===== src/logic/qerv_defines.svh =====
`ifndef QERV_DEFINES_SVH
`define QERV_DEFINES_SVH

// Bits handled per clock
`define QERV_W 4

`define QERV_XLEN 32

// Serial slices per word
`define QERV_NIBBLES 8

// First fetch address
`define QERV_RESET_PC 32'h0000_0000

`endif

===== src/logic/qerv_bus_pkg.sv =====
package qerv_bus_pkg;

`include "qerv_defines.svh"

   typedef logic [`QERV_XLEN-1:0] wb_adr_t;
   typedef logic [`QERV_XLEN-1:0] wb_dat_t;

   // Masters sharing the Wishbone bus
   typedef enum logic {
      M_FETCH,
      M_LSU
   } master_e;

endpackage


===== src/logic/qerv_isa_pkg.sv =====
package qerv_isa_pkg;

`include "qerv_defines.svh"

   typedef logic [`QERV_W-1:0]    nibble_t;
   typedef logic [`QERV_XLEN-1:0] word_t;
   typedef logic [4:0]            reg_addr_t;
   typedef logic [2:0]            nib_cnt_t;

   typedef enum logic [2:0] {
      ALU_ADD,
      ALU_SUB,
      ALU_AND,
      ALU_OR,
      ALU_XOR
   } alu_op_e;

   // One instruction in flight, these are its phases
   typedef enum logic [1:0] {
      ST_FETCH,
      ST_EXEC,
      ST_MEM,
      ST_WBACK
   } core_state_e;

endpackage


===== src/logic/qerv_core.sv =====
`timescale 1ns/100ps

`include "qerv_defines.svh"

module qerv_core import qerv_isa_pkg::*, qerv_bus_pkg::*; (
   input  logic    clk,
   input  logic    i_rst,
   output wb_adr_t o_wb_adr,
   output wb_dat_t o_wb_dat,
   output logic    o_wb_we,
   output logic    o_wb_cyc,
   output logic    o_wb_stb,
   input  wb_dat_t i_wb_rdt,
   input  logic    i_wb_ack
);

   core_state_e state;
   wb_adr_t     pc;
   logic        fetch_req;
   logic        fetch_ack;
   logic        nib_en;
   nib_cnt_t    nib_cnt;
   logic        cnt_done;
   logic        rd_wen;
   logic        mem_start;
   logic        mem_done;
   reg_addr_t   rs1;
   reg_addr_t   rs2;
   reg_addr_t   rd;
   nibble_t     imm;
   alu_op_e     alu_op;
   logic        use_imm;
   logic        is_load;
   logic        is_store;
   logic        wr_rd;
   nibble_t     rs1_nib;
   nibble_t     rs2_nib;
   nibble_t     op_b;
   nibble_t     alu_res;
   nibble_t     load_nib;
   nibble_t     rd_nib;
   logic        insn_end;
   wb_adr_t     l_adr;
   wb_dat_t     l_dat;
   logic        l_we;
   logic        l_cyc;
   logic        l_stb;
   logic        l_ack;

   assign op_b   = use_imm ? imm : rs2_nib;
   assign rd_nib = is_load ? load_nib : alu_res;

   // Last cycle of EXEC, MEM for a store, or WBACK
   assign insn_end = (cnt_done & (state == ST_WBACK)) |
                     (cnt_done & (state == ST_EXEC) & ~is_load & ~is_store) |
                     (mem_done & is_store);

   always_ff @(posedge clk) begin
      if (i_rst)
         pc <= `QERV_RESET_PC;
      else if (insn_end)
         pc <= pc + 32'd4;
   end

   qerv_state i_state (
      .clk         (clk),
      .i_rst       (i_rst),
      .i_fetch_ack (fetch_ack),
      .i_is_load   (is_load),
      .i_is_store  (is_store),
      .i_mem_done  (mem_done),
      .o_state     (state),
      .o_fetch_req (fetch_req),
      .o_nib_en    (nib_en),
      .o_nib_cnt   (nib_cnt),
      .o_cnt_done  (cnt_done),
      .o_rd_wen    (rd_wen),
      .o_mem_start (mem_start)
   );

   qerv_decode i_decode (
      .clk         (clk),
      .i_fetch_ack (fetch_ack),
      .i_insn      (i_wb_rdt),
      .i_nib_cnt   (nib_cnt),
      .o_rs1       (rs1),
      .o_rs2       (rs2),
      .o_rd        (rd),
      .o_imm       (imm),
      .o_alu_op    (alu_op),
      .o_use_imm   (use_imm),
      .o_is_load   (is_load),
      .o_is_store  (is_store),
      .o_wr_rd     (wr_rd)
   );

   qerv_rf i_rf (
      .clk       (clk),
      .i_nib_cnt (nib_cnt),
      .i_rs1     (rs1),
      .i_rs2     (rs2),
      .i_rd      (rd),
      .i_wen     (rd_wen & wr_rd),
      .i_wdata   (rd_nib),
      .o_rs1_nib (rs1_nib),
      .o_rs2_nib (rs2_nib)
   );

   qerv_alu i_alu (
      .clk      (clk),
      .i_nib_en (nib_en),
      .i_first  (nib_cnt == '0),
      .i_op     (alu_op),
      .i_a      (rs1_nib),
      .i_b      (op_b),
      .o_res    (alu_res)
   );

   qerv_mem_if i_mem_if (
      .clk        (clk),
      .i_rst      (i_rst),
      .i_nib_en   (nib_en),
      .i_nib_cnt  (nib_cnt),
      .i_addr_nib (alu_res),
      .i_data_nib (rs2_nib),
      .i_start    (mem_start),
      .i_we       (is_store),
      .i_ack      (l_ack),
      .i_rdt      (i_wb_rdt),
      .o_adr      (l_adr),
      .o_dat      (l_dat),
      .o_we       (l_we),
      .o_cyc      (l_cyc),
      .o_stb      (l_stb),
      .o_done     (mem_done),
      .o_load_nib (load_nib)
   );

   // Internal stb always equals cyc, so only cyc is arbitrated
   qerv_bus_arbiter i_bus_arbiter (
      .clk      (clk),
      .i_rst    (i_rst),
      .i_f_adr  (pc),
      .i_f_cyc  (fetch_req),
      .i_l_adr  (l_adr),
      .i_l_dat  (l_dat),
      .i_l_we   (l_we),
      .i_l_cyc  (l_cyc & l_stb),
      .i_wb_ack (i_wb_ack),
      .o_f_ack  (fetch_ack),
      .o_l_ack  (l_ack),
      .o_wb_adr (o_wb_adr),
      .o_wb_dat (o_wb_dat),
      .o_wb_we  (o_wb_we),
      .o_wb_cyc (o_wb_cyc),
      .o_wb_stb (o_wb_stb)
   );

endmodule


===== src/logic/qerv_bus_arbiter.sv =====
`timescale 1ns/100ps

module qerv_bus_arbiter import qerv_bus_pkg::*; (
   input  logic    clk,
   input  logic    i_rst,
   input  wb_adr_t i_f_adr,
   input  logic    i_f_cyc,
   input  wb_adr_t i_l_adr,
   input  wb_dat_t i_l_dat,
   input  logic    i_l_we,
   input  logic    i_l_cyc,
   input  logic    i_wb_ack,
   output logic    o_f_ack,
   output logic    o_l_ack,
   output wb_adr_t o_wb_adr,
   output wb_dat_t o_wb_dat,
   output logic    o_wb_we,
   output logic    o_wb_cyc,
   output logic    o_wb_stb
);

   master_e grant;
   master_e sel;
   logic    locked;

   // Idle bus follows the requests directly, fetch first
   always_comb begin
      if (locked)
         sel = grant;
      else if (i_f_cyc)
         sel = M_FETCH;
      else if (i_l_cyc)
         sel = M_LSU;
      else
         sel = grant;
   end

   assign o_wb_cyc = (sel == M_FETCH) ? i_f_cyc : i_l_cyc;
   assign o_wb_stb = o_wb_cyc;
   assign o_wb_adr = (sel == M_FETCH) ? i_f_adr : i_l_adr;
   assign o_wb_dat = (sel == M_LSU) ? i_l_dat : '0;
   assign o_wb_we  = (sel == M_LSU) & i_l_we;
   assign o_f_ack  = (sel == M_FETCH) & i_wb_ack;
   assign o_l_ack  = (sel == M_LSU) & i_wb_ack;

   // Held until the ack that ends the cycle
   always_ff @(posedge clk) begin
      if (i_rst) begin
         locked <= 1'b0;
         grant  <= M_FETCH;
      end else begin
         locked <= o_wb_cyc & ~i_wb_ack;
         if (!locked)
            grant <= sel;
      end
   end

endmodule


===== src/logic/qerv_mem_if.sv =====
`timescale 1ns/100ps

`include "qerv_defines.svh"

module qerv_mem_if import qerv_isa_pkg::*, qerv_bus_pkg::*; (
   input  logic     clk,
   input  logic     i_rst,
   input  logic     i_nib_en,
   input  nib_cnt_t i_nib_cnt,
   input  nibble_t  i_addr_nib,
   input  nibble_t  i_data_nib,
   input  logic     i_start,
   input  logic     i_we,
   input  logic     i_ack,
   input  wb_dat_t  i_rdt,
   output wb_adr_t  o_adr,
   output wb_dat_t  o_dat,
   output logic     o_we,
   output logic     o_cyc,
   output logic     o_stb,
   output logic     o_done,
   output nibble_t  o_load_nib
);

   wb_dat_t rdata;

   // Address and store data arrive LSB first during EXEC
   always_ff @(posedge clk) begin
      if (i_nib_en) begin
         o_adr <= {i_addr_nib, o_adr[`QERV_XLEN-1:`QERV_W]};
         o_dat <= {i_data_nib, o_dat[`QERV_XLEN-1:`QERV_W]};
      end
      if (i_start)
         o_we <= i_we;
      if (o_done && !o_we)
         rdata <= i_rdt;
   end

   always_ff @(posedge clk) begin
      if (i_rst)
         o_cyc <= 1'b0;
      else if (i_start)
         o_cyc <= 1'b1;
      else if (i_ack)
         o_cyc <= 1'b0;
   end

   assign o_stb      = o_cyc;
   assign o_done     = o_cyc & i_ack;
   // Replayed one nibble per WBACK cycle
   assign o_load_nib = rdata[i_nib_cnt*`QERV_W +: `QERV_W];

endmodule


===== src/logic/qerv_alu.sv =====
`timescale 1ns/100ps

`include "qerv_defines.svh"

module qerv_alu import qerv_isa_pkg::*; (
   input  logic    clk,
   input  logic    i_nib_en,
   input  logic    i_first,
   input  alu_op_e i_op,
   input  nibble_t i_a,
   input  nibble_t i_b,
   output nibble_t o_res
);

   logic            carry_q;
   logic            cin;
   nibble_t         b_eff;
   logic [`QERV_W:0] sum;

   // Subtract as a + ~b + 1
   assign b_eff = (i_op == ALU_SUB) ? ~i_b : i_b;
   assign cin   = i_first ? (i_op == ALU_SUB) : carry_q;
   assign sum   = {1'b0, i_a} + {1'b0, b_eff} + {{`QERV_W{1'b0}}, cin};

   always_ff @(posedge clk) begin
      if (i_nib_en)
         carry_q <= sum[`QERV_W];
   end

   always_comb begin
      case (i_op)
         ALU_AND: o_res = i_a & i_b;
         ALU_OR:  o_res = i_a | i_b;
         ALU_XOR: o_res = i_a ^ i_b;
         default: o_res = sum[`QERV_W-1:0];
      endcase
   end

endmodule


===== src/logic/qerv_rf.sv =====
`timescale 1ns/100ps

`include "qerv_defines.svh"

module qerv_rf import qerv_isa_pkg::*; (
   input  logic      clk,
   input  nib_cnt_t  i_nib_cnt,
   input  reg_addr_t i_rs1,
   input  reg_addr_t i_rs2,
   input  reg_addr_t i_rd,
   input  logic      i_wen,
   input  nibble_t   i_wdata,
   output nibble_t   o_rs1_nib,
   output nibble_t   o_rs2_nib
);

   word_t regs [32];

   // x0 is never written, so it reads as a constant
   assign o_rs1_nib = (i_rs1 == '0) ? '0 :
                      regs[i_rs1][i_nib_cnt*`QERV_W +: `QERV_W];
   assign o_rs2_nib = (i_rs2 == '0) ? '0 :
                      regs[i_rs2][i_nib_cnt*`QERV_W +: `QERV_W];

   // Nibble n of rd lands after nibble n of the sources was read
   always_ff @(posedge clk) begin
      if (i_wen && (i_rd != '0))
         regs[i_rd][i_nib_cnt*`QERV_W +: `QERV_W] <= i_wdata;
   end

endmodule


===== src/logic/qerv_decode.sv =====
`timescale 1ns/100ps

`include "qerv_defines.svh"

module qerv_decode import qerv_isa_pkg::*, qerv_bus_pkg::*; (
   input  logic      clk,
   input  logic      i_fetch_ack,
   input  wb_dat_t   i_insn,
   input  nib_cnt_t  i_nib_cnt,
   output reg_addr_t o_rs1,
   output reg_addr_t o_rs2,
   output reg_addr_t o_rd,
   output nibble_t   o_imm,
   output alu_op_e   o_alu_op,
   output logic      o_use_imm,
   output logic      o_is_load,
   output logic      o_is_store,
   output logic      o_wr_rd
);

   localparam logic [6:0] OPC_LOAD   = 7'b0000011;
   localparam logic [6:0] OPC_OP_IMM = 7'b0010011;
   localparam logic [6:0] OPC_STORE  = 7'b0100011;
   localparam logic [6:0] OPC_OP     = 7'b0110011;

   word_t      ir;
   logic [6:0] opcode;
   logic [2:0] funct3;
   logic [6:0] funct7;
   logic       is_addi;
   logic       op_valid;
   word_t      imm_i;
   word_t      imm_s;
   word_t      imm_w;

   always_ff @(posedge clk) begin
      if (i_fetch_ack)
         ir <= i_insn;
   end

   assign opcode = ir[6:0];
   assign funct3 = ir[14:12];
   assign funct7 = ir[31:25];
   assign o_rd   = ir[11:7];
   assign o_rs1  = ir[19:15];
   assign o_rs2  = ir[24:20];

   assign is_addi    = (opcode == OPC_OP_IMM) & (funct3 == 3'b000);
   assign o_is_load  = (opcode == OPC_LOAD) & (funct3 == 3'b010);
   assign o_is_store = (opcode == OPC_STORE) & (funct3 == 3'b010);
   assign o_use_imm  = is_addi | o_is_load | o_is_store;
   assign o_wr_rd    = is_addi | op_valid | o_is_load;

   // Register ops, everything else adds
   always_comb begin
      o_alu_op = ALU_ADD;
      op_valid = 1'b0;
      if (opcode == OPC_OP) begin
         case (funct3)
            3'b000: begin
               o_alu_op = funct7[5] ? ALU_SUB : ALU_ADD;
               op_valid = (funct7 == 7'h00) | (funct7 == 7'h20);
            end
            3'b100: begin
               o_alu_op = ALU_XOR;
               op_valid = (funct7 == 7'h00);
            end
            3'b110: begin
               o_alu_op = ALU_OR;
               op_valid = (funct7 == 7'h00);
            end
            3'b111: begin
               o_alu_op = ALU_AND;
               op_valid = (funct7 == 7'h00);
            end
            default: op_valid = 1'b0;
         endcase
      end
   end

   // Sign bit fills nibbles 3 to 7
   assign imm_i = {{20{ir[31]}}, ir[31:20]};
   assign imm_s = {{20{ir[31]}}, ir[31:25], ir[11:7]};
   assign imm_w = o_is_store ? imm_s : imm_i;
   assign o_imm = imm_w[i_nib_cnt*`QERV_W +: `QERV_W];

endmodule


===== src/logic/qerv_state.sv =====
`timescale 1ns/100ps

`include "qerv_defines.svh"

module qerv_state import qerv_isa_pkg::*; (
   input  logic        clk,
   input  logic        i_rst,
   input  logic        i_fetch_ack,
   input  logic        i_is_load,
   input  logic        i_is_store,
   input  logic        i_mem_done,
   output core_state_e o_state,
   output logic        o_fetch_req,
   output logic        o_nib_en,
   output nib_cnt_t    o_nib_cnt,
   output logic        o_cnt_done,
   output logic        o_rd_wen,
   output logic        o_mem_start
);

   core_state_e state;
   core_state_e state_n;
   nib_cnt_t    cnt;
   logic        mem_op;

   assign mem_op      = i_is_load | i_is_store;
   assign o_nib_en    = (state == ST_EXEC) | (state == ST_WBACK);
   assign o_cnt_done  = o_nib_en & (cnt == nib_cnt_t'(`QERV_NIBBLES - 1));
   assign o_mem_start = (state == ST_EXEC) & o_cnt_done & mem_op;
   // ALU results go to rd in EXEC, load data in WBACK
   assign o_rd_wen    = ((state == ST_EXEC) & ~mem_op) | (state == ST_WBACK);
   assign o_nib_cnt   = cnt;
   assign o_state     = state;

   always_comb begin
      state_n = state;
      case (state)
         ST_FETCH: if (i_fetch_ack) state_n = ST_EXEC;
         ST_EXEC:  if (o_cnt_done) state_n = mem_op ? ST_MEM : ST_FETCH;
         ST_MEM:   if (i_mem_done) state_n = i_is_load ? ST_WBACK : ST_FETCH;
         ST_WBACK: if (o_cnt_done) state_n = ST_FETCH;
         default:  state_n = ST_FETCH;
      endcase
   end

   // Fetch request is registered so the bus stays quiet during reset
   always_ff @(posedge clk) begin
      if (i_rst) begin
         state       <= ST_FETCH;
         cnt         <= '0;
         o_fetch_req <= 1'b0;
      end else begin
         state       <= state_n;
         o_fetch_req <= (state_n == ST_FETCH);
         if (o_nib_en)
            cnt <= cnt + 1'b1;
      end
   end

endmodule


===== config.mk =====
export PLATFORM = sky130hd
export DESIGN_NAME = qerv_core
export DESIGN_NICKNAME = d
export VERILOG_FILES = /design/src/logic/qerv_bus_pkg.sv /design/src/logic/qerv_isa_pkg.sv /design/src/logic/qerv_core.sv /design/src/logic/qerv_bus_arbiter.sv /design/src/logic/qerv_mem_if.sv /design/src/logic/qerv_alu.sv /design/src/logic/qerv_rf.sv /design/src/logic/qerv_decode.sv /design/src/logic/qerv_state.sv
export VERILOG_INCLUDE_DIRS = /design/src /design/src/logic
export SDC_FILE = /design/constraint.sdc
export NUM_CORES = 2
export LEC_CHECK = 0
export ABC_AREA = 0
export BUFFER_PORTS_ARGS = -buffer_cell sky130_fd_sc_hd__buf_2
export CORE_MARGIN = 3
export CORE_UTILIZATION = 40
export DETAILED_ROUTE_END_ITERATION = 7
export SLEW_MARGIN = 15
export SYNTH_ARGS = -nofsm -noshare
export SYNTH_HDL_FRONTEND = slang
export SYNTH_SLANG_ARGS = --single-unit

===== constraint.sdc =====
create_clock -name clk -period 8.6 [get_ports clk]
set_input_delay 0.86 -clock clk [delete_from_list [all_inputs] [get_ports clk]]
set_output_delay 0.86 -clock clk [all_outputs]
set_load 0.01 [all_outputs]

# Word level (Yosys, flattened, before mapping)
# Memory sizes are Yosys's and may differ from the RTL's. A register that Yosys moved wholly into a read port is not among the register bits.
# Index checks and enable logic that the tools add are counted.
[totals]
memories = 1
in_bits = 35
latch_bits = 0
wordCells = 123
rom_bits = 0
regBits = 171
mem_bits_rw = 1024
[classes]
order_cmp = 0
n_div = 0
n_bitwise = 36
n_shift = 6
mul = 0
muxes = 32
add_sub_neg = 5
n_reduce_logical = 13
n_eq_ne = 17
[memory_table]
columns = ["name", "depth", "word_bits", "read_ports", "rd_clocked_by_memory_dff", "write_ports", "line_no", "rtl"]
rows = [
  ["i_rf.regs", 32, 32, 2, 2, 1, "qerv_rf.sv:17", "word_t regs [32];"],
]
[op_table]
columns = ["operator", "count"]
rows = [
  ["variable part select 32 x 6 -> 4 bit", 4],
  ["2-to-1 mux 32 bit", 3],
  ["negator 5 -> 34 bit", 1],
  ["variable shift 4 x 34 -> 32 bit (first input constant)", 1],
  ["variable part select 4 x 34 -> 32 bit", 1],
  ["adder 32 x 3 -> 32 bit (second input constant)", 1],
  ["equality test 7 x 6 -> 1 bit (second input constant)", 3],
  ["2-to-1 mux 4 bit", 5],
  ["bitwise AND 1 bit", 17],
  ["equality test 3 bit (second input constant)", 5],
  ["2-to-1 mux 5 bit", 3],
  ["2-to-1 mux 2 bit", 6],
  ["case mux 3 bit (4 select lines)", 1],
  ["case mux 4 bit (3 select lines)", 1],
  ["logical NOT 5 bit", 2],
  ["2-to-1 mux 1 bit", 10],
  ["bitwise OR 1 bit", 10],
  ["equality test 3 x 2 -> 1 bit (second input constant)", 3],
  ["case mux 2 bit (4 select lines)", 1],
  ["equality test 7 x 2 -> 1 bit (second input constant)", 1],
  ["equality test 7 x 5 -> 1 bit (second input constant)", 1],
  ["logical NOT 7 bit", 1],
  ["logical NOT 3 bit", 2],
  ["adder 4 x 4 -> 5 bit", 1],
  ["other kinds (18)", 25],
]

# Depth between registers and ports, before layout
[logic_depth]
depth_word = 12
depth_mapped = 21
mapped_depth_nobuf = 16

# Hierarchy
# Synthesis repeated with hierarchy kept, for this count alone.
[unflattened]
cells_unflattened = 3629
hier_area_um2 = 58424.8
[modules_own_cells]
columns = ["module", "cells_each", "area_per_inst_um2", "n_inst"]
rows = [
  ["qerv_rf", 3042, 50339.5, 1],
  ["qerv_mem_if", 118, 3238.1, 1],
  ["qerv_core", 197, 1740.4, 1],
  ["qerv_decode", 99, 1427.6, 1],
  ["qerv_bus_arbiter", 85, 864.6, 1],
  ["qerv_alu", 58, 514.2, 1],
  ["qerv_state", 30, 300.3, 1],
]

# Worst setup path after synthesis
# Ideal clock, no wire load.
[synth_timing]
kind = "reg2reg"
from = "reg (tool-made name)"
to = "mem i_rf.regs[0][27] (netlist bit) (data pin)"
period_less_slack_ps = 5197
required_time_ps = 8249
arrival_time_ps = 4846
path_buffers = 4
setup_slack_ps = 3403
setup_time_ps = 351
stages_incl_launch_ff = 20
cell_sequence = "dfxtp_1 > clkbuf_1 > buf_2 > buf_2 > buf_2 > mux4_2 > mux4_2 > mux2i_1 > o22ai_1 > o21ai_0 > o31a_1 > inv_1 > ha_1 > nor2b_1 > o21ai_0 > a21boi_0 > o32ai_1 > a211o_1 > o21ai_1 > nor2_1"
[synth_rtl]
columns = ["element", "line_no"]
rows = [
  ["to (decl)", "qerv_rf.sv:17"],
]

==> results.cfg <==
[run_status]
status = finished, violations left
violations = DRC

[power]
power_w = 0.0136
p_leak_nw = 18.9
ir_worst_vdd_mv = 0.197
power_density_nw_per_um2 = 213

[cts]
cts_hold_repair.buffers = 0
root_buffer = clkbuf_16
htreeDepth = 4
post-cts-setup-buffers = 0
cts_tree = done
clock_sinks = 1203
clk_pin_slew_ns = 0.06
ctsResizeCount = 0
clk_path_buf_depth = 3
clock_latency_ns = 0.79
numCtsBuffers = 130

[floorplan]
ios = 102
placementRows = 137
fp.dieW_um = 383
die-height_um = 383
core_um2 = 140000
dieArea_um2 = 147000
initial_core_util = 0.405

[sta]
maxSlewHeadroom = 0.107
skew_ns = 0.0396
timing.fmax_mhz = 138
fin_setup_tns_ns = 0
final_max_slew_viol_count = 0
finalHoldViolCount = 0
fin_crit_sh = 0.841
setup_violations = 0
rsz0062_at_grt = no
fin_crit_ns = 7.23
tightest_slew_ns = 1.34

[drt]
drcViolationCount = 1
wl_per_cell_um = 33.1
viasPerCell = 6.34
vias = 34173
routed_wl_mm = 179
dr.first_iter.drc_count = 4749
ant_nets = 0
firstDrtPassIters = 8

[global_route]
grt_usage = 0.242
grt_pass1_wl_mm = 252
grt_pass1_vias = 33149
grt_overflow = 0
antenna_found_initial = 7
grt_max_degree = 74

[placed_design]
gp_congestion = 0.908
portBuffers = 101
dpl.hpwl_mm = 120

[setup_path]
cpMostUsedCell = fa_1
worst_setup_path_start_kind = flip-flop
worst_setup_path_end_kind = flip-flop
required_ns = 9.00
critical_path_class = flip-flop to flip-flop
max_stage_delay_ns = 0.96
crit_arrival_ns = 7.64
r2r_cells = 15
crit_slowest_cell = nor2_2
crit_chain = nor2b_2 > buf_4 > a221o_1 > nor2_1 > a211oi_1 > a31oi_1 > o31ai_2 > xnor2_1 > fa_1 > fa_1 > nor2b_1 > o22a_1 > a21oi_1 > a21oi_4 > nor2_2
cp_max_fo = 38

[synth]
synth_flop_cell = edfxtp_1
synth_edf_count = 1154
avgSynthCellArea_um2 = 17.3
synth.top_cell.area_share = 0.610
synthCells = 3274
ys_ff_latch = 1203
async_reset_ff_frac = 0
synth_most_common_cell = edfxtp_1
yosysWarnings = 0
mappedNetlistArea_um2 = 56800
netlist_top_cells_count = edfxtp_1 (1154), mux4_2 (536), nor2_1 (366)
yosys-top-cells-area = edfxtp_1 (61%), mux4_2 (21%), nor2_1 (2.4%), mux2i_1 (2.2%), dfxtp_1 (1.7%)
seq_area_frac_synth = 0.627
yosys.cell_types.count = 76
synth_top_area_cell = edfxtp_1

[layout]
area_growth_pct = 12.5
n_fill_cell = 12082
drive_above_1_share = 0.289
nNetsFinal = 3462

[flow_run]
maxCapViolations = 0

[min_path]
hold_start = i_wb_rdt[1]
holdPathStages = 1
hold_class = primary input to flip-flop
[where the power goes]
group	internal, W	switching (W)	total (W)
Combinational	0.000552	0.000963	0.00151
Sequential	0.00650	0.000122	0.00663
Clock	0.00316	0.00232	0.00548
Total	0.0102	0.00341	0.0136
[path summary, 6_finish.rpt]
kind | end | slack, ns
min | i_decode.ir[1]$_DFFE_PP_ | 0.29
min reg2reg | i_mem_if.o_dat[0]$_DFFE_PP_ | 0.44
max | i_rf.regs[0][30]$_DFFE_PP_ | 1.37
max reg2reg | i_rf.regs[0][30]$_DFFE_PP_ | 1.37
[worst max-delay path, delay by kind of cell, from the launching register on]
kind	cells	cell delay, ns
AO/OA/AOI/OAI	7	2.59
buffers and inverters	1	0.36
AND/OR/NAND/NOR	4	1.99
XOR/XNOR	1	0.15
flip-flops	1	0.78
adder cells (fa/ha/maj)	2	0.87
[metal layers]
layer | part of all wire | GRT usage | vias to the layer above | wire [um]
met3 | 0.11 | 0.0654 | 358 | 20100
met2 | 0.46 | 0.369 | 2133 | 82300
met4 | 0.038 | 0.0902 | 2 | 6770
li1 | - | - | 13669 | -
met1 | 0.39 | 0.335 | 18011 | 69400
met5 | 0.000073 | 0 | - | 13
[cell type report]
cell class | instances | area (um2) | area share
antenna | 10 | 25.0 | 0.000392
clock buffer | 170 | 3600 | 0.0564
clock inverter | 60 | 492 | 0.00770
inverter | 24 | 90.1 | 0.00141
multi-input combinational | 1842 | 20200 | 0.316
sequential | 1203 | 35700 | 0.559
tap | 1876 | 2350 | 0.0367
timing repair buffer | 208 | 1470 | 0.0230
[cell families after synthesis]
family | synth area share
DFF | 0.627
muxes | 0.245
AOI/OAI and AO/OA | 0.0315
xor gates and xnor gates | 0.00524
and+or+nand+nor | 0.0635
adders and majority gates | 0.00423
buffers and inverters | 0.0226
other | 0.0000660
[cell usage in the layout, fill, tap and decap left out, drive strengths merged, types with 19 or more instances in the layout]
| cell | instances |
|---|---|
| clkbuf | 170 |
| a21oi | 22 |
| inv | 29 |
| mux2i | 124 |
| xor2 | 20 |
| nor2b | 31 |
| nand3 | 43 |
| nor2 | 366 |
| dfxtp | 49 |
| clkinv | 43 |
| edfxtp | 1154 |
| mux2 | 32 |
| buf | 208 |
| o21ai | 35 |
| and2 | 48 |
| mux4 | 546 |
| a22oi | 28 |
| conb | 32 |
| nor3 | 19 |
| nand2 | 217 |
| o22ai | 37 |
[registers in the layout, indices dropped and copies added, names as in the netlist, named ones only]
name	cells
i_rf.regs	1024
i_decode.ir	32
i_mem_if.o_adr	32
i_mem_if.o_dat	32
i_mem_if.rdata	32
pc	30
i_state.o_nib_cnt	3
i_state.o_state	2
i_alu.carry_q	1
i_bus_arbiter.grant	1
i_bus_arbiter.locked	1
i_mem_if.o_cyc	1
i_mem_if.o_we	1
i_state.o_fetch_req	1
[per-stage QoR]
stage	hold WS, ns	std cells	area [um2]	worst slack [ns]	util
2_1_floorplan	0.417	3305	56900	3.40	-
3_5_place_dp	0.425	5153	59700	1.39	0.426
4_1_cts	0.248	5383	63800	1.37	0.455
5_1_grt	0.277	5383	63900	1.05	0.455
6_report	0.294	5393	63900	1.37	0.456
3_3_place_gp	0.424	5153	59700	1.46	0.426
(Power assumes the default switching activity.)
